## src/source/tile_loader_pkg.sv

```systemverilog
package tile_loader_pkg;

    localparam int ELEM_W = 32;
    localparam int BEAT_W = 256;
    localparam int ELEMS_PER_BEAT = 8;    // BEAT_W / ELEM_W
    localparam int DIM_W = 16;

    // Matrix dimensions and global row/column positions
    typedef logic [DIM_W-1:0] dim_t;

    // Addresses count beats, not bytes
    typedef logic [31:0] addr_t;

    typedef logic [BEAT_W-1:0] beat_t;

    typedef enum logic [2:0] {
        IDLE,
        REQ_ROW,     // Issue one row request
        WAIT_ROW,    // Collect beats until dma_last
        DRAIN,       // Last masked beat lands in the buffer
        READY,       // Tile held for the compute array
        DONE
    } seq_state_t;

endpackage

```

## src/source/tile_sequencer_fsm.sv

```systemverilog
`timescale 1ns/1ps

module tile_sequencer_fsm #(
    parameter int TILE = 16,
    localparam int ROW_W = $clog2(TILE)
) (
    input  logic clk,
    input  logic rstn,
    input  logic start,
    input  logic dma_last,
    input  logic row_last,
    input  logic seq_last,
    input  logic tile_consumed,
    output logic dma_start,
    output logic load_b,
    output logic row_step,
    output logic tile_step,
    output logic tile_ready,
    output logic busy,
    output logic done
);

    tile_loader_pkg::seq_state_t state;
    tile_loader_pkg::seq_state_t state_nx;
    logic [ROW_W-1:0] row_seen;    // Rows finished in the current A or B tile
    logic req_open;    // A row request still waits for its dma_last

    always_comb begin
        state_nx = state;
        case (state)
            tile_loader_pkg::IDLE: begin
                if (start) begin
                    state_nx = tile_loader_pkg::REQ_ROW;
                end
            end
            tile_loader_pkg::REQ_ROW: begin
                state_nx = tile_loader_pkg::WAIT_ROW;
            end
            tile_loader_pkg::WAIT_ROW: begin
                if (dma_last) begin
                    if (row_last && load_b) begin
                        state_nx = tile_loader_pkg::DRAIN;
                    end else begin
                        state_nx = tile_loader_pkg::REQ_ROW;
                    end
                end
            end
            tile_loader_pkg::DRAIN: begin
                state_nx = tile_loader_pkg::READY;
            end
            tile_loader_pkg::READY: begin
                if (tile_consumed) begin
                    state_nx = seq_last ? tile_loader_pkg::DONE : tile_loader_pkg::REQ_ROW;
                end
            end
            tile_loader_pkg::DONE: begin
                state_nx = start ? tile_loader_pkg::REQ_ROW : tile_loader_pkg::IDLE;
            end
            default: begin
                state_nx = tile_loader_pkg::IDLE;
            end
        endcase
    end

    assign row_step = (state == tile_loader_pkg::WAIT_ROW) && dma_last;
    assign tile_step = (state == tile_loader_pkg::READY) && tile_consumed;
    assign tile_ready = state == tile_loader_pkg::READY;
    assign busy = (state != tile_loader_pkg::IDLE) && (state != tile_loader_pkg::DONE);
    assign done = state == tile_loader_pkg::DONE;    // DONE lasts a single cycle

    always_ff @(posedge clk) begin
        if (!rstn) begin
            state <= tile_loader_pkg::IDLE;
            dma_start <= 1'b0;
            load_b <= 1'b0;
            row_seen <= '0;
            req_open <= 1'b0;
        end else begin
            state <= state_nx;
            dma_start <= state_nx == tile_loader_pkg::REQ_ROW;
            if (row_step && row_last) begin
                load_b <= !load_b;    // A then B, back to A for the next step
            end
            if (row_step) begin
                row_seen <= row_last ? '0 : row_seen + 1'b1;
            end
            if (dma_start) begin
                req_open <= 1'b1;
            end else if (dma_last) begin
                req_open <= 1'b0;
            end
        end
    end

    // Only one row request may be outstanding on the memory port
    a_one_request: assert property (@(posedge clk) disable iff (!rstn)
        dma_start |-> !req_open)
        else $error("dma_start while a row request is outstanding");

    // The counter's row_last must agree with the rows this FSM has completed
    a_row_count: assert property (@(posedge clk) disable iff (!rstn)
        row_step && row_last |-> row_seen == ROW_W'(TILE - 1))
        else $error("row_last after %0d rows", row_seen + 1);

endmodule

```

## config.mk

```make
export PLATFORM = sky130hd
export DESIGN_NAME = tile_sequencer_fsm
export DESIGN_NICKNAME = d
export VERILOG_FILES = /design/src/source/tile_loader_pkg.sv /design/src/source/tile_sequencer_fsm.sv
export SDC_FILE = /design/constraint.sdc
export NUM_CORES = 1
export LEC_CHECK = 0
export ABC_AREA = 1
export BUFFER_PORTS_ARGS = -buffer_cell sky130_fd_sc_hd__buf_2
export CAP_MARGIN = 10
export CORE_AREA = 10 10 47 49
export CTS_BUF_LIST = sky130_fd_sc_hd__clkbuf_8
export DETAILED_ROUTE_END_ITERATION = 6
export DIE_AREA = 0 0 57 59
export SYNTH_ARGS = -nofsm -noshare
export SYNTH_HDL_FRONTEND = slang
export SYNTH_SLANG_ARGS = --single-unit
```

## constraint.sdc

```tcl
create_clock -name clk -period 0.9 [get_ports clk]
set_input_delay 0.09 -clock clk [delete_from_list [all_inputs] [get_ports clk]]
set_output_delay 0.09 -clock clk [all_outputs]
set_load 0.01 [all_outputs]
```

==> impl_metrics.yaml, run 1 <==
worst_setup_path:
  cp-startpoint: "state[0]"
  rrSetupSlack_ns: -0.15
  worstSetupPathType: "reg2out"
  reg2reg_depth: 8
  startpoint_type: "flip-flop"
  reg2reg_from: "state[0]"
  end_kind: "output pin"
  cp.arrival_ns: 1.02
  r2r-end: "dma_start"
  crit_required_ns: 0.81
  cp_max_fo: 4
timing:
  worst_slack_ns: -0.211
  min_period_ns: 1.11
  hold_viol_final: 0
  setup_viol: 10
  rsz0062_at_grt: "true"
  fin_setup_tns_ns: -1.22
  fmax_ghz: 0.900
  fin_crit_sh_pct: 123
  slew_headroom_pct: 90.4
  tightest_slew_ns: 0.143
  drv_slew: 0
  clock_skew_ns: 0.000466
global_route:
  grt_pass1_wl_mm: 1.39
  grt-ovfl-total: 0
  antenna_found_initial: 0
  grt_usage_pct: 5.66
  grt_max_degree: 7
  grt_pass1_vias: 355
floorplanning:
  dieArea_mm2: 0.00336
  die_w_um: 57
  core-area_mm2: 0.00140
  fp.dieH_um: 59
  num_rows: 14
  start_util_pct: 21.3
  pin_count: 14
clock_network:
  clkTransAtPathRegs_ns: 0.03
  clock_sinks: 5
  cts_root_buf: "clkbuf_8"
  htree_levels: 1
  cts-buffers-inserted: 3
  cts_tree: "done"
  clk_path_buf_depth: 2
  clk_latency_ns: 0.22
synth:
  synth_top_area_share_pct: 33.6
  syn_inst: 50
  synth_compound_area_share_pct: 3.36
  synth_area_um2: 298
  synth_xor_area_share_pct: 0
  syn_avg_cell_area_um2: 5.96
  yosys-mux-area-fraction_pct: 0
  ys_warn_count: 0
  yosysSeqAreaShare_pct: 33.6
  yosysUniqueCellTypes: 11
  synth_simple_gate_area_share_pct: 44.1
  yosysTopAreaCell: "dfxtp_1"
  synthTopCellsByArea: "dfxtp_1 34%, inv_1 15%, nand2_1 15%, nand2_2 11%, nand3_1 8.4%"
  synth_fp_nets: 57
  synthAdderAreaFrac_pct: 0
  ys_seq_elements: 5
  synth_top_family_by_area: "simple AND/OR/NAND/NOR gates"
power:
  p_per_area_mw_per_mm2: 1490
  clockPowerShare_pct: 47.6
  combPwrFrac_pct: 22.0
  seqPwrFrac_pct: 30.4
  p_switching_w: 0.000211
  peakVddDrop_mv: 0.650
  p_leak_nw: 0.325
  p_sw_share_pct: 25.4
  p_int_w: 0.000619
route:
  ant_nets: 0
  dr.pass1.iters: 2
  wl_um: 848
  drt_iter0_markers: 1
  drc_errors: 0
  num_vias: 354
  routedWlPerCell_um: 9.42
  vias_per_cell: 3.93
placed_design:
  gp_congestion: 0.705
  dpl_cell_area_um2: 392
  dp_hpwl_um: 607
  portBuffers: 13
  dp.cells: 80
worst_hold_path:
  hold_class: "in2reg"
  min_to: "state[0]"
  hp-start: "rstn"
  min_path_cells: 3
outcome:
  outcome: "finished with violations"
  violations: "negative setup slack"
job:
  drv_cap: 0
final_layout:
  fin_area_um2: 556
  final_cells: 90
  nNetsFinal: 82
  area_growth_pct: 86.6
  diodes: 0
  layout-drive-gt1-share_pct: 62.2
==> timing repair <==
action / 4_1_cts / 5_1_grt
resized for setup: 11 / 12
pin swaps: 4 / 5
buffers inserted: 4 / 2
setup endpoints to repair: 8 / 10
hold buffers: 0 / 0
==> placed cells by master (no fill, tap or decap), drive strengths merged <==
cell type	instances
inv	15
nor2	6
buf	20
nand2	17
nand3	5
o21ai	1
clkbuf	3
dfxtp	5
clkinv	1
a21oi	1
==> synthesized netlist by cell type (all sizes together) <==
| cell | n |
|---|---|
| clkinv | 1 |
| nand3 | 5 |
| a21oi | 1 |
| nand2 | 17 |
| inv | 14 |
| o21ai | 1 |
| dfxtp | 5 |
| nor2 | 6 |
==> final cells by class <==
type	instances	area [µm²]
fill	158	846
multi-input combinational	30	175
timing repair buffer	20	144
sequential	5	111
inverter	15	60.1
clock buffer	3	41.3
tap	16	20.0
clock inverter	1	3.75
==> power by group through the flow <==
stage	clock network [W]	registers, W	logic [W]
detailed placement	0	0.000253	0.000119
floorplan	0	0.000254	0.0000744
global placement	0	0.000252	0.000119
finish	0.000395	0.000252	0.000183
CTS	0.000407	0.000254	0.000157
global route	0.000432	0.000254	0.000203
==> sequential cells by signal (all words and copies together), names as in the netlist <==
| signal | count |
|---|---|
| dma_start | 1 |
| load_b | 1 |
| state | 3 |
==> worst max-delay path by stage <==
stage	depth (start not counted)	endpoint	slack, ns
after global placement	7	state[0]	-0.06
after CTS	5	busy	-0.18
final	5	busy	-0.21
after global routing	4	tile_step	-0.27
after floorplan	7	dma_start	0.009
after detailed placement	7	dma_start	-0.06
==> critical path: stages, from the launching register on <==
cell     delay (ns)
dfxtp_4        0.36
nor2_4         0.16
nand2_2        0.07
nand2_2        0.07
inv_2          0.03
buf_6          0.11
==> through the flow <==
step	utilization (%)	setup slack [ns]	power (W)	hold slack, ns
global route	39.6	-0.269	0.000890	0.101
floorplan	-	0.00856	0.000329	0.200
detailed placement	27.9	-0.0592	0.000371	0.319
finish	39.6	-0.211	0.000830	0.0933
CTS	35.7	-0.177	0.000818	0.0917
global placement	27.9	-0.0567	0.000371	0.313
==> kinds of logic after synthesis <==
kind of cell	Yosys count
AOI/OAI and AO/OA	2
buffers and inverters	15
DFF	5
and+or+nand+nor	28
==> layer usage <==
metal | vias to the layer above | part of all wire [%] | wire length, µm | GRT usage [%]
met5 | - | 0 | 0 | 0
met2 | 10 | 54 | 455 | 9.15
met4 | 0 | 4.6 | 39 | 7.05
li1 | 189 | - | - | -
met3 | 4 | 9.4 | 80 | 3.65
met1 | 151 | 32 | 273 | 4.03
Power figures use the tool's default switching activity.
==> run 2: changes to the inputs <==
==> constraint.sdc (replaced) <==
create_clock -name clk -period 0.9 [get_ports clk]
set_input_delay 0 -clock clk [delete_from_list [all_inputs] [get_ports clk]]
set_output_delay 0 -clock clk [all_outputs]
set_load 0.01 [all_outputs]
==> run 2 against run 1 <==
  * The run still ends with negative setup slack left
  * Die area is the same
  * Setup slack gained 0.041 ns
  * Worst hold slack worse by 0.081 ns
  * Critical path depth stayed put
  * Clock-buffer cell count stayed put
  * Largest cell class unchanged
  * Via count decreased by 1.1%
  * Sequential share of layout area grew 0.38 points
  * Global-route usage shrank 0.55 points
  * Core utilization down 1.6 points
  * Power fell by 3.1%
  * Critical path type unchanged
==> impl_metrics.yaml, run 2 (synthesis results as in run 1) <==
route:
  dr.pass1.iters: 2
  ant_nets: 0
  routedWlPerCell_um: 8.62
  vias_per_cell: 3.89
  num_vias: 350
  drc_errors: 0
  wl_um: 776
  drt_iter0_markers: 1
floorplanning:
  pin_count: 14
  core-area_mm2: 0.00140
  dieArea_mm2: 0.00336
  start_util_pct: 21.3
  num_rows: 14
  fp.dieH_um: 59
  die_w_um: 57
final_layout:
  top_register: "state"
  fin_util_pct: 38.0
  layout-drive-gt1-share_pct: 56.8
  largestRegisters: "state: 3 flops, dma_start: 1 flops, load_b: 1 flops"
  final_cell_mix: "11 x nand2_1, 10 x inv_1, 10 x buf_2"
  nNetsFinal: 82
  largest_register_ffs: 3
  diodes: 0
  area_growth_pct: 79.0
  layout_commonest_cell: "nand2_1"
  final_cells: 90
global_route:
  grt_use_met2_pct: 8.06
  antenna_found_initial: 0
  grt_use_met1_pct: 4.40
  use_met3_pct: 3.00
  grt-busiest-layer: "met2"
  grt_pass1_wl_mm: 1.34
  grt_usage_pct: 5.10
  grt-ovfl-total: 0
  grt_max_degree: 7
  grt_pass1_vias: 349
timing:
  worst_slack_ns: -0.170
  drv_slew: 0
  hold_viol_final: 0
  slew_headroom_pct: 91.1
  min_period_ns: 1.07
  clock_skew_ns: 0.00167
  fmax_ghz: 0.935
  rsz0062_at_grt: "true"
  setup_viol: 9
  fin_crit_sh_pct: 119
  finalHoldWorstSlack_ns: 0.0122
  tightest_slew_ns: 0.133
clock_network:
  clock_sinks: 5
  cts-buffers-inserted: 3
  htree_levels: 1
  clk_path_buf_depth: 2
  cts_tree: "done"
  clk_latency_ns: 0.22
  clkTransAtPathRegs_ns: 0.03
  hold_buffers: 0
  cts_root_buf: "clkbuf_8"
placed_design:
  dp.cells: 82
  portBuffers: 13
  gp_congestion: 0.699
  dp_hpwl_um: 635
job:
  drv_cap: 0
worst_hold_path:
  hold_class: "in2reg"
worst_setup_path:
  rrSetupSlack_ns: -0.13
  cp.arrival_ns: 1.07
  startpoint_type: "flip-flop"
  crit_top_cell: "buf_4"
  worstSetupPathType: "reg2out"
  cp_slowest_stage_delay_ns: 0.36
  path_cells: "buf_4, nand3_2, buf_4, inv_1, buf_2"
  end_kind: "output pin"
  crit_required_ns: 0.90
  cp_max_fo: 4
  critPathSlowestCell: "dfxtp_4"
power:
  p_per_area_mw_per_mm2: 1510
  peakVddDrop_mv: 0.713
  p_leak_nw: 0.315
outcome:
  violations: "negative setup slack"
  outcome: "finished with violations"
==> run 2: cell counts in the layout (fill, tap and decap cells not counted) <==
Identical to the previous run, type by type.
==> run 2: final timing paths <==
check              end  startpoint  cells past startpoint
min reg2reg     load_b      load_b                      2
max               done    state[0]                      5
min           state[0]        rstn                      3
max reg2reg  dma_start    state[0]                      8
==> run 2: per-layer routing <==
metal  up-vias  share of wire [%]
li1        190                  -
met1       152                 35
met2         6                 55
met3         2                9.4
met4         0               0.64
met5         -                  0
==> run 2: cell type report <==
cell class,instances,area (µm²)
Fill cell,163,868
Multi-Input combinational cell,30,159
Timing Repair Buffer,20,144
Sequential cell,5,109
Inverter,15,56.3
Clock buffer,3,41.3
Tap cell,16,20.0
Clock inverter,1,3.75
==> run 2: timing repair <==
| action | 4_1_cts | 5_1_grt |
|---|---|---|
| hold endpoints to repair | 0 | 0 |
| resized for setup | 11 | 5 |
| buffers inserted | 3 | 1 |
| pin swaps | 2 | 2 |
| setup endpoints to repair | 9 | 10 |
==> run 2: power by group <==
group / leakage [nW] / total, W / internal [W] / switching (W)
sequential: 0.0427 / 0.000251 / 0.000237 / 0.0000145
clock: 0.0269 / 0.000392 / 0.000292 / 0.000100
combinational: 0.245 / 0.000161 / 0.0000804 / 0.0000804
==> run 2: metrics by stage <==
stage	area, µm²	setup TNS (ns)	setup WS, ns	total power (W)
after floorplan	299	0	0.00856	0.000329
after global placement	407	-0.118	-0.0544	0.000372
after detailed placement	407	-0.186	-0.0750	0.000374
after CTS	510	-0.879	-0.145	0.000809
after global routing	533	-1.72	-0.250	0.000863
final	533	-0.938	-0.170	0.000804
==> run 2: critical path: cells and delay by family, from the launching register on <==
family        cells  cell delay, ns
simple gates      1            0.08
buf+inv           4            0.42
flops             1            0.36
