==> src/source/tile_loader_pkg.sv <==
package tile_loader_pkg;

    localparam int ELEM_W = 32;
    localparam int BEAT_W = 256;
    localparam int ELEMS_PER_BEAT = 8;    // BEAT_W / ELEM_W
    localparam int DIM_W = 16;

    // Matrix dimensions and global row/column positions
    typedef logic [DIM_W-1:0] dim_t;

    // Addresses count beats, not bytes
    typedef logic [31:0] addr_t;

    typedef logic [BEAT_W-1:0] beat_t;

    typedef enum logic [2:0] {
        IDLE,
        REQ_ROW,     // Issue one row request
        WAIT_ROW,    // Collect beats until dma_last
        DRAIN,       // Last masked beat lands in the buffer
        READY,       // Tile held for the compute array
        DONE
    } seq_state_t;

endpackage

==> src/source/edge_mask.sv <==
`timescale 1ns/1ps

module edge_mask #(
    parameter int TILE = 16,
    localparam int ROW_W = $clog2(TILE),
    localparam int BEAT_IW = $clog2(TILE / tile_loader_pkg::ELEMS_PER_BEAT + 1),
    localparam int ADDR_W = $clog2(TILE * TILE / tile_loader_pkg::ELEMS_PER_BEAT)
) (
    input  logic                   clk,
    input  logic                   rstn,
    input  logic                   dma_valid,
    input  tile_loader_pkg::beat_t dma_data,
    input  logic                   load_b,
    input  logic [ROW_W-1:0]       row_idx,
    input  logic [BEAT_IW-1:0]     beat_idx,
    input  tile_loader_pkg::dim_t  glob_row,
    input  tile_loader_pkg::dim_t  glob_col,
    input  tile_loader_pkg::dim_t  row_limit,
    input  tile_loader_pkg::dim_t  col_limit,
    output logic                   wr_en,
    output logic                   wr_sel,
    output logic [ADDR_W-1:0]      wr_addr,
    output tile_loader_pkg::beat_t wr_data
);

    localparam int BEATS = TILE / tile_loader_pkg::ELEMS_PER_BEAT;
    localparam int COL_W = tile_loader_pkg::DIM_W + 1;    // Room for the carry past n or k

    tile_loader_pkg::beat_t masked;
    logic [COL_W-1:0]       beat_col;
    logic [COL_W-1:0]       elem_col;
    logic                   row_ok;

    always_comb begin
        beat_col = COL_W'(glob_col) + COL_W'(beat_idx) * COL_W'(tile_loader_pkg::ELEMS_PER_BEAT);
        row_ok = glob_row < row_limit;    // Padding rows of the tile fail here
        elem_col = beat_col;
        for (int e = 0; e < tile_loader_pkg::ELEMS_PER_BEAT; e++) begin
            elem_col = beat_col + COL_W'(e);
            masked[e*tile_loader_pkg::ELEM_W +: tile_loader_pkg::ELEM_W] =
                (row_ok && elem_col < COL_W'(col_limit)) ?
                dma_data[e*tile_loader_pkg::ELEM_W +: tile_loader_pkg::ELEM_W] : '0;
        end
    end

    always_ff @(posedge clk) begin
        if (!rstn) begin
            wr_en <= 1'b0;
        end else begin
            wr_en <= dma_valid;
        end
    end

    always_ff @(posedge clk) begin
        wr_sel <= load_b;
        wr_addr <= ADDR_W'(row_idx) * ADDR_W'(BEATS) + ADDR_W'(beat_idx);
        wr_data <= masked;
    end

endmodule

==> config.mk <==
export PLATFORM = sky130hd
export DESIGN_NAME = edge_mask
export DESIGN_NICKNAME = d
export VERILOG_FILES = /design/src/source/tile_loader_pkg.sv /design/src/source/edge_mask.sv
export SDC_FILE = /design/constraint.sdc
export NUM_CORES = 1
export LEC_CHECK = 0
export ABC_AREA = 1
export BUFFER_PORTS_ARGS = -buffer_cell sky130_fd_sc_hd__buf_2
export CORE_AREA = 4 4 228 230
export DETAILED_ROUTE_END_ITERATION = 8
export DIE_AREA = 0 0 232 234
export SYNTH_ARGS = -nofsm -noshare
export SYNTH_HDL_FRONTEND = slang
export SYNTH_SLANG_ARGS = --single-unit
==> constraint.sdc <==
create_clock -name clk -period 3.75 [get_ports clk]
set_input_delay 0.1875 -clock clk [delete_from_list [all_inputs] [get_ports clk]]
set_output_delay 0.1875 -clock clk [all_outputs]
set_load 0.02 [all_outputs]
==> results of run 1 <==
## per-stage QoR
stage          total power, mW  hold WS [ps]  worst slack [ps]
2_1_floorplan             4.45           215               347
3_3_place_gp              5.26           297             -32.1
3_5_place_dp              5.27           301             -57.4
4_1_cts                   8.17          54.7               513
5_1_grt                   8.54          78.7               164
6_report                  8.12          84.2               477
## cells in the mapped netlist (6+ instances only)
cell | n | area [sq um]
dfxtp_1 | 263 | 5270
nand3_2 | 6 | 60.1
inv_2 | 7 | 26.3
nor2_2 | 33 | 206
nand2_1 | 220 | 826
xnor2_1 | 8 | 70.1
ha_1 | 144 | 1800
nand3_1 | 28 | 140
buf_6 | 19 | 214
xor2_1 | 81 | 709
nand4_1 | 6 | 37.5
inv_1 | 402 | 1510
nand2_2 | 10 | 62.6
o31a_1 | 6 | 52.6
buf_2 | 7 | 35.0
nor2_1 | 303 | 1140
o21ai_0 | 10 | 50.1
a21oi_1 | 55 | 275
nor3_1 | 12 | 60.1
## placed cells by master (no fill, tap or decap), types with 7 or more instances in the layout
| cell | n |
|---|---|
| nor2_2 | 33 |
| buf_12 | 11 |
| buf_4 | 60 |
| nor3_1 | 12 |
| xnor2_1 | 8 |
| o21ai_0 | 10 |
| dlygate4sd3_1 | 267 |
| nand3_1 | 28 |
| ha_1 | 144 |
| nand2_2 | 10 |
| inv_1 | 402 |
| diode_2 | 11 |
| clkbuf_16 | 27 |
| a21oi_1 | 55 |
| xor2_1 | 81 |
| buf_2 | 592 |
| inv_2 | 7 |
| nand2_1 | 220 |
| nor2_1 | 303 |
| dfxtp_1 | 263 |
## cell families (layout without fill, tap and decap cells)
kind of cell / count (synthesis) / after routing / synth area share [%]
XOR/XNOR: 91 / 91 / 6.30
buffers and inverters: 444 / 1388 / 14.3
flip-flops: 263 / 263 / 40.3
adder cells (fa/ha/maj): 145 / 145 / 13.9
AO/OA/AOI/OAI: 87 / 87 / 3.84
AND/OR/NAND/NOR: 641 / 641 / 21.4
other: 0 / 11 / 0
## metal layers
layer | vias up | part of all wire, % | wire length, um
met1 | 5857 | 40 | 20800
met5 | - | 0.048 | 25
met4 | 4 | 5.2 | 2700
li1 | 6793 | - | -
met2 | 449 | 48 | 24900
met3 | 144 | 6.3 | 3270
## layout make-up
type,count,area (sq um),share of cell area (%)
multi-input cells,964,5940,28.6
flip-flops and latches,263,5270,25.3
well taps,672,841,4.04
clock inverters,9,104,0.499
diodes,11,27.5,0.132
repair buffers,930,6310,30.3
clock buffers,36,749,3.60
inverters,413,1560,7.50
## registers in the layout, indices dropped and copies added (netlist names)
register  flops
wr_en         1
wr_data     256
wr_sel        1
wr_addr       5
## where the power goes
group / switching, mW / internal (mW)
sequential: 0.0765 / 3.06
clock: 1.11 / 1.53
combinational: 1.38 / 0.959
## path summary, 6_finish.rpt
check / from / endpoint / slack [ps] / depth (start not counted)
min: beat_idx[1] / wr_addr[2]$_DFF_P_ / 80 / 3
max: beat_idx[0] / wr_data[163]$_SDFF_PN0_ / 480 / 24
## tightest hold or removal path, delay by kind of cell
family | cells | cell delay (ps)
fa+ha+maj | 2 | 290
buf+inv | 1 | 100
==> results by group, run 1 <==
Routing
  • Final WL: just over 50,000 um
  • Number of DRC violations after detailed-routing iteration 0: approximately 560
  • Routed via count: 13,200
  • Vias per cell: about 4.0
  • DR DRC count: 0
  • Avg WL per Cell: 15.7 um
  • DRT Pass-1 Iters: 5
  • Routed Antenna Nets: 0

Placed design
  • IO buf count: slightly below 600
  • Placer Congestion: 0.935
  • Area of placed instances: ~17,000 sq um
  • Final HPWL DP: just under 40,000 um
  • DP Cell Count: between 2,000 and 3,000

CTS
  • Clock sinks: roughly 260
  • CTS tree: yes
  • CTS Root Cell: clkbuf_16
  • Hold_buf cts: 267
  • Total CTS buffers: 27
  • H-tree depth: 1
  • Post-cts resize count: 0
  • Clock Pin Slew Worst Setup and Hold Paths: ~60 ps
  • Setup Fix Bufs, Post-CTS: 0
  • Clock buffer depth: 3

STA
  • Final setup TNS: 0 ps
  • RSZ-0062 raised after global routing: no
  • Max Slew Vio Count: 0
  • Min Tclk post-route: about 3300 ps
  • Achievable frequency: around 310 MHz
  • Rel. slew slack: between 60% and 70%
  • Worst-Margin Slew: slightly below 600 ps
  • Hold Violations, Final: 0
  • Endpoints failing setup: 0
  • Final period util: about 87%

Floorplan
  • # rows: slightly above 80
  • Die area: 54,300 sq um
  • Core region area: about 50,000 sq um
  • Die W: between 200 and 250 um
  • Initial Utilization: a little over a quarter
  • I/O pins: around 590
  • Die span in y: around 230 um

Logic synthesis
  • YS warnings: 0
  • Syn_area_per_cell: just under 8 sq um
  • Post-Syn Nets: 2,146
  • Cell Area, Synth: between 10,000 and 15,000 sq um
  • EDFF count, synth: 0
  • Syn Inst Count: roughly 1,700
  • Sequential share of the synthesized area: 40.3%
  • Synthesized flop and latch total: 263
  • Distinct cells, synth: 46
  • Top_reg_cell synth: dfxtp_1
  • Asr flop ratio synth: 0%

Critical path
  • CP bufs+invs: 6
  • CP Data Required Time: roughly 4200 ps
  • CP arrival: between 3000 and 4000 ps
  • Worst path max stage delay: between 400 and 500 ps
  • CP max FO: 22
  • Crit-path cells: buf_2 -> ha_1 -> inv_1 -> fa_1 -> buf_4 -> nor2_1 -> inv_1 -> nor2_1 -> inv_1 -> nor2_1 -> xor2_1 -> ha_1 -> nand2_1 -> nor2_1 -> nand4_1 -> nand3_1 -> nand2_1 -> nand2_1 -> nand2_1 -> nand2_1 -> a21oi_1 -> nand3_4 -> buf_12 -> nor2_1
  • Crit path max-delay cell type: fa_1
  • Setup CP Type: in -> reg
  • CP endpoint kind: flop
  • Startpoint class of the critical path: input pin
  • CP delay by family, top: simple AND/OR/NAND/NOR gates

Global route
  • GR Overflow Total: 0
  • Met3 Use GR: between 3 and 4%
  • Global-route wire length before repair: about 75,000 um
  • Global-route usage over all layers: 17.6%
  • Met2 Usage GRT: 30.4%
  • Pin count of the biggest net entering global routing: 33
  • Vias in the first global route: 13,200
  • Met1 Resource Use GR: 20.5%
  • Grt peak-use layer: met2
  • Initial antenna violation count: 9

Pwr
  • Pwr Density: about 400 nW/um^2
  • Static Leakage: about 12 nW
  • Maximum VDD drop: 0.225 mV

Min path
  • Worst hold path type: in -> reg

Job
  • MaxCap Viol Count: 0

Status
  • Status: complete, no violations

Cells and area
  • Fill cell count: 4,906
  • Fin cells: 3,298
  • P&R area growth vs syn: 59.1%
  • Post-layout util: between 40% and 50%
  • Design Area, Final: 20,800 sq um
  • Final nets: approximately 3,100
  • Layout cell share with drive strength beyond 1: between 20% and 30%
Power figures use the tool's default switching activity.
==> run 2, diff against run 1 <==
--- a/config.mk
+++ b/config.mk
@@ -10,6 +10,7 @@
 export CORE_AREA = 4 4 228 230
 export DETAILED_ROUTE_END_ITERATION = 8
 export DIE_AREA = 0 0 232 234
+export RECOVER_POWER = 100
 export SYNTH_ARGS = -nofsm -noshare
 export SYNTH_HDL_FRONTEND = slang
 export SYNTH_SLANG_ARGS = --single-unit
==> results by group, run 2 (synthesized netlist as in run 1, its figures left out) <==
Placed design
  • IO buf count: 592 (unchanged)
  • Final HPWL DP: 38,800 um (unchanged)
  • Placer Congestion: 0.935 (unchanged)
  • DP Cell Count: 2,975 (unchanged)
  • Setup Slack @ Placement: -57.4 ps (unchanged)

Critical path
  • CP delay by family, top: simple AND/OR/NAND/NOR gates
  • Setup CP Type: in -> reg
  • Startpoint class of the critical path: input pin
  • CP arrival: 3900 ps (+160 ps)
  • CP max FO: 14 (-36%)
  • CP endpoint kind: flop
  • Worst path max stage delay: 390 ps (-60 ps)
  • CP Data Required Time: 4230 ps (about the same)
  • Crit path max-delay cell type: fa_1
  • CP bufs+invs: 9 (+3)

Cells and area
  • Most flop-heavy register: wr_data
  • Post-layout util: 40.7% (-1.1 points)
  • Max reg flops: 256 (unchanged)
  • Final nets: 3,074 (unchanged)
  • Commonest non-fill, non-tap cell in the layout: inv_1
  • Fill cell count: 5,113 (+4.2%)
  • Fin cells: 3,297 (-0.030%)
  • P&R area growth vs syn: 55.0%
  • Most frequent cells in the layout: 402 x inv_1, 329 x nor2_1, 328 x buf_2
  • Layout cell share with drive strength beyond 1: 18.4% (-12 points)
  • Regs by FF count: wr_data x256, wr_addr x5

CTS
  • Clock buffer depth: 3 (unchanged)
  • Setup Fix Bufs, Post-CTS: 0 (unchanged)
  • CTS Root Cell: clkbuf_16
  • H-tree depth: 1 (unchanged)
  • Clock Pin Slew Worst Setup and Hold Paths: 60 ps (about the same)
  • Post-cts resize count: 0 (unchanged)
  • CTS tree: yes
  • Clock sinks: 263 (unchanged)
  • Total CTS buffers: 27 (unchanged)

STA
  • Endpoints failing setup: 0 (unchanged)
  • Achievable frequency: 292 MHz (-4.4%)
  • Final period util: 91.3% (+4.0 points)
  • Rel. slew slack: 50.0% (-11 points)
  • Max Slew Vio Count: 0 (unchanged)
  • Hold Violations, Final: 0 (unchanged)
  • Worst-Margin Slew: 750 ps (+172 ps)
  • Worst setup margin: 327 ps (-151 ps)
  • RSZ-0062 raised after global routing: no
  • Min Tclk post-route: 3420 ps (+151 ps)

Pwr
  • Tot Pwr: 8.00 mW (-1.4%)
  • Static Leakage: 10.8 nW (-9.0%)
  • Maximum VDD drop: 0.223 mV (-0.81%)
  • Pwr Density: 395 nW/um^2 (+1.1%)

Floorplan
  • # rows: 82 (unchanged)
  • Die area: 54,300 sq um (unchanged)
  • Core region area: 49,900 sq um (unchanged)
  • Die W: 232 um (unchanged)
  • I/O pins: 593 (unchanged)
  • Initial Utilization: 26.2% (unchanged)
  • Die span in y: 234 um (unchanged)

Global route
  • Met3 Use GR: 3.88% (unchanged)
  • GR Overflow Total: 0 (unchanged)
  • Vias in the first global route: 13,200 (unchanged)
  • Global-route wire length before repair: 75,300 um (unchanged)
  • Grt peak-use layer: met2
  • Global-route usage over all layers: 17.6% (unchanged)
  • Met1 Resource Use GR: 20.5% (unchanged)
  • Pin count of the biggest net entering global routing: 33 (unchanged)
  • Initial antenna violation count: 9 (unchanged)
  • Met2 Usage GRT: 30.4% (unchanged)

Routing
  • DR DRC count: 0 (unchanged)
  • Routed Antenna Nets: 0 (unchanged)
  • Final WL: 51,800 um (+0.25%)
  • Routed via count: 13,300 (+0.29%)
  • Avg WL per Cell: 15.7 um (+0.28%)
  • Vias per cell: 4.03 (+0.32%)
  • DRT Pass-1 Iters: 5 (unchanged)
  • Number of DRC violations after detailed-routing iteration 0: 497 (-12%)

Job
  • MaxCap Viol Count: 0 (unchanged)

Status
  • Status: complete, no violations

Min path
  • Worst hold path type: in -> reg
==> run 2: changes by cell type in the layout (fill, tap and decap cells not counted), sizes merged <==
cell / delta
clkbuf: +275
diode: -1
buf: -275
==> run 2: final timing paths <==
| path | startpoint | endpoint | slack [ps] | cells after the start |
|---|---|---|---|---|
| max | beat_idx[0] | wr_data[98]$_SDFF_PN0_ | 330 | 26 |
| min | beat_idx[1] | wr_addr[2]$_DFF_P_ | 90 | 3 |
==> run 2: metal layers <==
layer | vias up | share of wire, %
li1 | 6788 | -
met1 | 5885 | 40
met2 | 457 | 48
met3 | 152 | 6.4
met4 | 4 | 5.4
met5 | - | 0.044
==> run 2: layout make-up <==
cell class	count	area [sq um]	share of cell area, %
inverters	413	1560	7.70
well taps	672	841	4.15
clock inverters	9	104	0.512
repair buffers	930	5880	29.0
flip-flops and latches	263	5270	26.0
diodes	10	25.0	0.123
multi-input cells	964	5850	28.8
clock buffers	36	749	3.70
==> run 2: stage by stage <==
| stage | hold slack, ps | instance area [sq um] | TNS [ps] |
|---|---|---|---|
| final | 86.4 | 20300 | 0 |
| after global routing | 78.7 | 20300 | 0 |
| after CTS | 54.7 | 20800 | 0 |
| after detailed placement | 301 | 17200 | -173 |
| after global placement | 297 | 17200 | -32.1 |
| after floorplan | 215 | 13100 | 0 |
==> run 2: repair_timing <==
item,4_1_cts,5_1_grt
endpoints found under the hold margin,263,0
setup endpoints to repair,0,0
hold buffers,267,0
==> run 2: where the power goes <==
| part | switching [mW] | leakage [nW] | total [mW] | internal, mW |
|---|---|---|---|---|
| clock | 1.11 | 0.416 | 2.64 | 1.53 |
| combinational | 1.36 | 8.20 | 2.21 | 0.847 |
| sequential | 0.0853 | 2.18 | 3.15 | 3.06 |
==> run 2: worst min-delay path: cells and delay by family <==
kind,cells,cell delay [ps]
adder cells (fa/ha/maj),2,290
buffers and inverters,1,100
