[src/source/tile_loader_pkg.sv]
package tile_loader_pkg;

    localparam int ELEM_W = 32;
    localparam int BEAT_W = 256;
    localparam int ELEMS_PER_BEAT = 8;    // BEAT_W / ELEM_W
    localparam int DIM_W = 16;

    // Matrix dimensions and global row/column positions
    typedef logic [DIM_W-1:0] dim_t;

    // Addresses count beats, not bytes
    typedef logic [31:0] addr_t;

    typedef logic [BEAT_W-1:0] beat_t;

    typedef enum logic [2:0] {
        IDLE,
        REQ_ROW,     // Issue one row request
        WAIT_ROW,    // Collect beats until dma_last
        DRAIN,       // Last masked beat lands in the buffer
        READY,       // Tile held for the compute array
        DONE
    } seq_state_t;

endpackage

[src/source/tile_index_counter.sv]
`timescale 1ns/1ps

module tile_index_counter #(
    parameter int TILE = 16,
    localparam int ROW_W = $clog2(TILE),
    localparam int BEAT_IW = $clog2(TILE / tile_loader_pkg::ELEMS_PER_BEAT + 1)
) (
    input  logic                   clk,
    input  logic                   rstn,
    input  logic                   start,
    input  tile_loader_pkg::dim_t  m,
    input  tile_loader_pkg::dim_t  k,
    input  tile_loader_pkg::dim_t  n,
    input  tile_loader_pkg::addr_t addr_base_a,
    input  tile_loader_pkg::addr_t addr_base_b,
    input  logic                   load_b,
    input  logic                   row_step,
    input  logic                   tile_step,
    input  logic                   dma_valid,
    output tile_loader_pkg::addr_t dma_addr,
    output logic [ROW_W-1:0]       row_idx,
    output logic [BEAT_IW-1:0]     beat_idx,
    output tile_loader_pkg::dim_t  glob_row,
    output tile_loader_pkg::dim_t  glob_col,
    output tile_loader_pkg::dim_t  row_limit,
    output tile_loader_pkg::dim_t  col_limit,
    output logic                   row_last,
    output logic                   seq_last,
    output logic                   k_first,
    output logic                   k_last
);

    localparam int BEATS = TILE / tile_loader_pkg::ELEMS_PER_BEAT;

    tile_loader_pkg::dim_t  m_dim;
    tile_loader_pkg::dim_t  k_dim;
    tile_loader_pkg::dim_t  n_dim;
    tile_loader_pkg::addr_t base_a;
    tile_loader_pkg::addr_t base_b;
    tile_loader_pkg::addr_t pitch_a;
    tile_loader_pkg::addr_t pitch_b;
    tile_loader_pkg::dim_t  m_org;
    tile_loader_pkg::dim_t  n_org;
    tile_loader_pkg::dim_t  k_org;
    tile_loader_pkg::addr_t base_sel;
    tile_loader_pkg::addr_t pitch_sel;
    logic                   m_last;
    logic                   n_last;

    // Pitch is the padded row length in beats
    always_ff @(posedge clk) begin
        if (start) begin
            m_dim <= m;
            k_dim <= k;
            n_dim <= n;
            base_a <= addr_base_a;
            base_b <= addr_base_b;
            pitch_a <= tile_loader_pkg::addr_t'((32'(k) + TILE - 1) / TILE * BEATS);
            pitch_b <= tile_loader_pkg::addr_t'((32'(n) + TILE - 1) / TILE * BEATS);
        end
    end

    assign m_last = 32'(m_org) + TILE >= 32'(m_dim);
    assign n_last = 32'(n_org) + TILE >= 32'(n_dim);
    assign k_last = 32'(k_org) + TILE >= 32'(k_dim);
    assign k_first = k_org == '0;
    assign seq_last = m_last && n_last && k_last;

    // Loop nest is m outer, n middle, k inner
    always_ff @(posedge clk) begin
        if (!rstn) begin
            m_org <= '0;
            n_org <= '0;
            k_org <= '0;
        end else if (start) begin
            m_org <= '0;
            n_org <= '0;
            k_org <= '0;
        end else if (tile_step) begin
            if (!k_last) begin
                k_org <= k_org + tile_loader_pkg::dim_t'(TILE);
            end else begin
                k_org <= '0;
                if (!n_last) begin
                    n_org <= n_org + tile_loader_pkg::dim_t'(TILE);
                end else begin
                    n_org <= '0;
                    m_org <= m_last ? '0 : m_org + tile_loader_pkg::dim_t'(TILE);
                end
            end
        end
    end

    assign row_last = row_idx == ROW_W'(TILE - 1);

    always_ff @(posedge clk) begin
        if (!rstn || start) begin
            row_idx <= '0;
            beat_idx <= '0;
        end else begin
            if (row_step) begin
                row_idx <= row_last ? '0 : row_idx + 1'b1;
                beat_idx <= '0;    // The last beat and row_step share a cycle
            end else if (dma_valid) begin
                beat_idx <= beat_idx + 1'b1;
            end
        end
    end

    assign glob_row = (load_b ? k_org : m_org) + tile_loader_pkg::dim_t'(row_idx);
    assign glob_col = load_b ? n_org : k_org;
    assign row_limit = load_b ? k_dim : m_dim;
    assign col_limit = load_b ? n_dim : k_dim;
    assign base_sel = load_b ? base_b : base_a;
    assign pitch_sel = load_b ? pitch_b : pitch_a;

    assign dma_addr = base_sel + tile_loader_pkg::addr_t'(glob_row) * pitch_sel
                    + tile_loader_pkg::addr_t'(glob_col / tile_loader_pkg::ELEMS_PER_BEAT);

    // A request that returns more than one row of beats would overrun the buffer row
    a_beat_in_row: assert property (@(posedge clk) disable iff (!rstn)
        dma_valid |-> beat_idx < BEAT_IW'(BEATS))
        else $error("beat %0d beyond tile row", beat_idx);

endmodule

[config.mk]
export PLATFORM = sky130hd
export DESIGN_NAME = tile_index_counter
export DESIGN_NICKNAME = d
export VERILOG_FILES = /design/src/source/tile_loader_pkg.sv /design/src/source/tile_index_counter.sv
export SDC_FILE = /design/constraint.sdc
export NUM_CORES = 1
export LEC_CHECK = 0
export ABC_AREA = 0
export BUFFER_PORTS_ARGS = -buffer_cell sky130_fd_sc_hd__buf_2
export CORE_MARGIN = 4
export CORE_UTILIZATION = 50
export DETAILED_ROUTE_END_ITERATION = 10
export PLACE_DENSITY_LB_ADDON = 0.05
export SKIP_LAST_GASP = 1
export SYNTH_ARGS = -nofsm -noshare
export SYNTH_HDL_FRONTEND = slang
export SYNTH_SLANG_ARGS = --single-unit
[constraint.sdc]
create_clock -name clk -period 18 [get_ports clk]
set_input_delay 2.7 -clock clk [delete_from_list [all_inputs] [get_ports clk]]
set_output_delay 2.7 -clock clk [all_outputs]
set_load 0.05 [all_outputs]
==> metrics, run 1 <==
Final Net Count=2371; clk root buf=clkbuf_16; Synth Area in Compound Gates=0.0660; later-pin clock latency in the skew report=460 ps; crit path from=load_b; routability congestion estimate=0.899; Yosys reg bits=180; Worst EP required=15300 ps; Final Max Slew Viols=0; drt first pass iters=5; Reg2Reg Depth=14; post-route ant nets=0; DIE HEIGHT=193 um; first-pass GRT wire length=70.8 mm; Worst Hold Class=reg2reg; setup repair bufs after CTS=0; Die Wd=193 um; CP endpoint kind=output port; largest net degree at the start of global routing=75; Adder-Cell Fraction of Synth Area=0.334; final setup vio count=0; Worst R2R Start=k_org[4]$_SDFFE_PP0P_; worst reg2reg setup slack=13360 ps; maximum fanout along the worst path=74; Synth warnings=0; Cell Pwr Density=67.8 nW/um^2; Post-synth EDFFs=138; CP Class=in2out; gr usage total=0.250; Commonest cells post-synth=305 x inv_1, 194 x fa_1, 162 x nand2_1, 145 x ha_1, 141 x nor2_1; post-route setup TNS=0 ps; Least-Margin Pin Slew=1140 ps; headroom to the max-slew limit=0.236; worst vdd ir=98.4 uV; distinct cell type count after synthesis=63; Fillers=3001; DRC Markers=0; via count=12600; Synth Area per Inst=10.0 sq um; H-Tree Depth=4; CTS Sinks=180; Leakage=9.62 nW; Worst setup endpoint=dma_addr[30]; Synth area leader=edfxtp_1; r2r endpoint=n_org[4]$_SDFFE_PP0P_; Worst Skew=13.2 ps; cell with the most instances after synthesis=inv_1; TritonCTS Buffers=17; CTS Buffer Depth=2; Cells after Synth=1704; fin area=19300 sq um; top cell type's share of synthesized area=0.243; Max Cap Viol=0; crit-path max cell delay=930 ps; initial drt markers=743; RSZ-0062 raised after global routing=false; DR WL/cell=18.8 um; Initial Util=0.508; I/O pin total=225; Port Buffers=220; main combinational cell family by area after synthesis=adder cells; crit path time final=14090 ps; Area growth syn-to-layout=13.0%; TritonCTS clock tree=built; share of layout cells above drive strength 1=0.175; Worst EP arrival=11390 ps; Synth Area in XOR/XNOR=0.0466; max frequency=71.0 MHz; initial antenna violation count=4; vias in the first global route=13200; DP Area=18700 sq um; Detailed Place HPWL=35.7 mm; status=complete, no violations; WL final=44.7 mm; gr ovfl total=0; CP Cell Sequence=buf_6, buf_4, mux2i_1, xnor2_1, nand2_1, fa_1, fa_1, inv_1, ha_1, fa_1, fa_1, inv_1, fa_1, inv_1, ha_1, a21o_1, a21o_1, a211oi_1, a21boi_0, or3_1, a21oi_1, o21ai_0, xor2_1, buf_2; Placeable Area=33600 sq um; die area=37200 sq um; post-cts resize count=0; row count=67; vias per cell=5.30; crit-path most repeated cell=fa_1; mux contribution to synthesized area=0.0556; hold_buf cts=0; Post-Synth Simple-Gate Area=0.124; Cell Area, Synth=17100 sq um; Tcrit/Tclk final=0.783; Async SR Flop Fraction=0; final hold vios=0; Synth Flop Type=edfxtp_1; largest cells by area after synthesis=edfxtp_1 24%, fa_1 23%, ha_1 11%, inv_1 6.7%, dfxtp_1 4.9%; CP Launch Type=primary input; CTS clk-pin slew, worst paths=90 ps; highest-delay cell along the critical path=xnor2_1; sequential-to-total area share from yosys stat=0.292
## final cells by class
type / instances / area (sq um) / area share
Antenna cell: 1 / 2.50 / 0.000130
Clock buffer: 18 / 429 / 0.0222
Clock inverter: 14 / 180 / 0.00934
Inverter: 308 / 1160 / 0.0599
Multi-Input combinational cell: 1165 / 10700 / 0.555
Sequential cell: 180 / 4980 / 0.258
Tap cell: 448 / 561 / 0.0291
Timing Repair Buffer: 241 / 1270 / 0.0659
## registers in the layout, indices dropped and copies added, names as in the netlist
register and flops:
m_dim 16, n_dim 16, k_org 12, base_b 32, n_org 12, k_dim 16, pitch_a 13, pitch_b 13
base_a 32, m_org 12, beat_idx 2, row_idx 4
## worst min path at each step
stage	slack [ps]	endpoint	from	depth (start not counted)
after global routing	550	k_org[5]$_SDFFE_PP0P_	k_org[5]$_SDFFE_PP0P_	2
after CTS	520	k_org[5]$_SDFFE_PP0P_	k_org[5]$_SDFFE_PP0P_	2
after detailed placement	510	k_org[5]$_SDFFE_PP0P_	k_org[5]$_SDFFE_PP0P_	2
after global placement	500	k_org[5]$_SDFFE_PP0P_	k_org[5]$_SDFFE_PP0P_	2
final	520	k_org[5]$_SDFFE_PP0P_	k_org[5]$_SDFFE_PP0P_	2
after floorplan	480	k_org[5]$_SDFFE_PP0P_	k_org[5]$_SDFFE_PP0P_	2
## report_power, final
part	internal, W	total, W	switching, W
registers	0.000476	0.000487	0.0000113
clock network	0.000200	0.000387	0.000187
logic	0.000128	0.000433	0.000304
total	0.000804	0.00131	0.000503
## logic make-up (layout without fill, tap and decap cells)
| kind of cell | Yosys count | after routing |
|---|---|---|
| AO/OA/AOI/OAI | 181 | 181 |
| XOR/XNOR | 90 | 90 |
| adder cells (fa/ha/maj) | 339 | 339 |
| buffers and inverters | 364 | 581 |
| flip-flops | 180 | 180 |
| multiplexers | 88 | 88 |
| other | 1 | 7 |
| AND/OR/NAND/NOR | 461 | 461 |
## metal layers
metal | track usage | share of wire | vias to the layer above
li1 | - | - | 5936
met1 | 0.334 | 0.42 | 6163
met2 | 0.416 | 0.48 | 425
met3 | 0.0499 | 0.074 | 64
met4 | 0.0732 | 0.023 | 4
met5 | 0 | 0.00031 | -
## through the flow
stage,hold slack [ps],utilization,setup slack (ps),std cells,total power (W)
global placement,500,0.556,4140,2342,0.000925
detailed placement,506,0.556,4000,2342,0.000932
global route,551,0.574,3370,2374,0.00138
finish,518,0.574,3910,2375,0.00131
CTS,517,0.574,3960,2374,0.00132
floorplan,479,-,4500,1709,0.000808
## worst max-delay path, delay by kind of cell
family,cells,cell delay (ps)
adders and majority gates,7,3280
buffers and inverters,6,1730
AOI/OAI and AO/OA,6,1710
xor gates and xnor gates,2,1100
and+or+nand+nor,2,570
muxes,1,230
## cells in the final DEF (no fill, tap or decap), types with 9 or more instances in the layout
| cell | n |
|---|---|
| dfxtp_1 | 42 |
| ha_1 | 145 |
| nor2_1 | 141 |
| inv_1 | 305 |
| a21oi_1 | 54 |
| nor2b_1 | 11 |
| a22o_1 | 11 |
| o21ai_0 | 50 |
| a21o_1 | 26 |
| buf_2 | 218 |
| mux2_2 | 55 |
| nand3_1 | 40 |
| and2_1 | 28 |
| and3_1 | 19 |
| fa_1 | 194 |
| xor2_1 | 39 |
| nand2_1 | 162 |
| edfxtp_1 | 138 |
| mux2i_1 | 33 |
| clkbuf_16 | 17 |
| nand2b_1 | 9 |
| xnor2_1 | 50 |
| buf_4 | 21 |
(Power assumes the default switching activity.)
==> inputs of run 2 (changes only) <==
==> constraint.sdc (replaced) <==
create_clock -name clk -period 12.5 [get_ports clk]
set_input_delay 1.875 -clock clk [delete_from_list [all_inputs] [get_ports clk]]
set_output_delay 1.875 -clock clk [all_outputs]
set_load 0.05 [all_outputs]
==> metrics, run 2 (synthesis gave the netlist of run 1 again) <==
Final Net Count=2376 (+0.21%); gr ovfl total=0 (unchanged); maximum fanout along the worst path=63 (-15%); initial antenna violation count=1 (-3); Final Util=0.573 (-0.00108); Worst EP required=10620 ps (-4680 ps); Area growth syn-to-layout=12.8%; DR WL/cell=18.9 um (+0.47%); H-Tree Depth=4 (unchanged); CTS Sinks=180 (unchanged); biggest regs=base_a (32), base_b (32); routability congestion estimate=0.933 (+3.8%); CTS clk-pin slew, worst paths=80 ps (about the same); CP Launch Type=primary input; highest-delay cell along the critical path=a211oi_1; headroom to the max-slew limit=0.303 (+0.0671); Switch Pwr=0.000709 W (+41%); max frequency=87.5 MHz; CTS Buffer Depth=2 (unchanged); share of layout cells above drive strength 1=0.175 (-0.000454); Final Max Slew Viols=0 (unchanged); switching share of power=0.385 (+0.000470); CP Cell Sequence=buf_6, nor2b_1, a21oi_1, clkinv_1, nand2_1, fa_1, fa_1, inv_1, ha_1, fa_1, fa_1, inv_1, fa_1, inv_1, ha_1, a21o_1, a21o_1, a211oi_1, a21boi_0, or3_1, a21oi_1, o21ai_0, xor2_1, buf_2; Die Wd=193 um (unchanged); crit path time final=11430 ps; clk root buf=clkbuf_16; Max Cap Viol=0 (unchanged); crit-path max cell delay=580 ps (-350 ps); Worst Hold Class=reg2reg; worst vdd ir=108 uV (+9.5%); TritonCTS clock tree=built; number of antenna repair diodes=0 (-1); P_int=0.00113 W (+41%); overall power=0.00184 W (+41%); Initial Util=0.508 (unchanged); drt first pass iters=5 (unchanged); via count=12500 (-0.36%); post-route setup TNS=0 ps (unchanged); Comb power frac=0.338 (+0.007); Placeable Area=33600 sq um (unchanged); vias in the first global route=13100 (-0.86%); post-route insts no fill=2379 (+0.17%); die area=37200 sq um (unchanged); WL final=45.0 mm (+0.64%); placed cell count=2347 (+0.21%); Port Buffers=220 (unchanged); post-cts resize count=0 (unchanged); final hold vios=0 (unchanged); RSZ-0062 raised after global routing=false; row count=67 (unchanged); gr usage total=0.251 (+0.000882); Leakage=9.61 nW (-0.17%); Tcrit/Tclk final=0.914; Worst Skew=11.2 ps (-1.99 ps); crit-path most repeated cell=fa_1; CP Class=in2out; commonest non-fill, non-tap cell in the layout=inv_1; vias per cell=5.27 (-0.52%); TritonCTS Buffers=17 (unchanged); first-pass GRT wire length=70.8 mm (about the same); setup repair bufs after CTS=0 (unchanged); hold_buf cts=0 (unchanged); post-route ant nets=0 (unchanged); clock power share=0.280 (-0.016); Worst EP arrival=9550 ps (-1840 ps); Cell Pwr Density=95.6 nW/um^2 (+41%); commonest non-fill, non-tap cells in the layout=305 x inv_1, 218 x buf_2, 194 x fa_1, 162 x nand2_1, 145 x ha_1; DRC Markers=0 (unchanged); DIE HEIGHT=193 um (unchanged); Least-Margin Pin Slew=1020 ps (-122 ps); Detailed Place HPWL=36.0 mm (+0.79%); CP endpoint kind=output port; Flop pwr share=0.382 (+0.009); initial drt markers=814 (+9.6%); I/O pin total=225 (unchanged); later-pin clock latency in the skew report=450 ps (about the same); status=complete, no violations; largest net degree at the start of global routing=67 (-11%); final setup vio count=0 (unchanged)
==> run 2: changes by cell type in the layout (fill, tap and decap cells not counted) <==
cell,previous run,this run
buf_4,21,26
clkinv_1,3,5
clkinv_8,4,1
clkinvlp_4,1,3
inv_6,4,1
clkbuf_1,1,4
diode_2,1,0
bufinv_16,1,0
==> run 2: metrics by stage <==
stage | setup WS (ps) | area, sq um | hold slack (ps)
after floorplan | 648 | 17100 | 479
after global placement | 1230 | 18700 | 508
after detailed placement | 1120 | 18700 | 522
after CTS | 1100 | 19300 | 533
after global routing | 466 | 19300 | 573
final | 1070 | 19300 | 531
==> run 2: worst paths after layout <==
check / start / end / slack, ps / cells past startpoint
max reg2reg: k_org[4]$_SDFFE_PP0P_ / n_org[4]$_SDFFE_PP0P_ / 7930 / 14
min reg2reg: k_org[5]$_SDFFE_PP0P_ / k_org[5]$_SDFFE_PP0P_ / 530 / 2
min: k_org[5]$_SDFFE_PP0P_ / k_org[5]$_SDFFE_PP0P_ / 530 / 2
max: load_b / dma_addr[30] / 1070 / 24
==> run 2: cell type report <==
| type | instances | area [sq um] |
|---|---|---|
| fill | 3063 | 14400 |
| multi-input combinational | 1165 | 10700 |
| sequential | 180 | 4980 |
| timing repair buffer | 246 | 1310 |
| inverter | 308 | 1160 |
| tap | 448 | 561 |
| clock buffer | 21 | 440 |
| clock inverter | 11 | 97.6 |
==> run 2: per-layer routing <==
layer  track usage  share of wire  vias up
met1         0.343           0.44     6136
met3        0.0499          0.070       59
met4        0.0686          0.022        2
met2         0.411           0.47      406
met5             0        0.00016        -
li1              -              -     5944
==> run 2: power groups by stage <==
stage	Clock, W	Combinational [W]	Sequential (W)
CTS	0.000527	0.000629	0.000704
global placement	0	0.000619	0.000716
floorplan	0	0.000455	0.000709
global route	0.000553	0.000683	0.000707
finish	0.000514	0.000623	0.000704
detailed placement	0	0.000627	0.000717
==> run 2: worst max-delay path, delay by kind of cell <==
kind / cells / cell delay, ps
AOI/OAI and AO/OA: 7 / 2150
and+or+nand+nor: 3 / 710
xor gates and xnor gates: 1 / 170
buffers and inverters: 6 / 1390
adders and majority gates: 7 / 3210
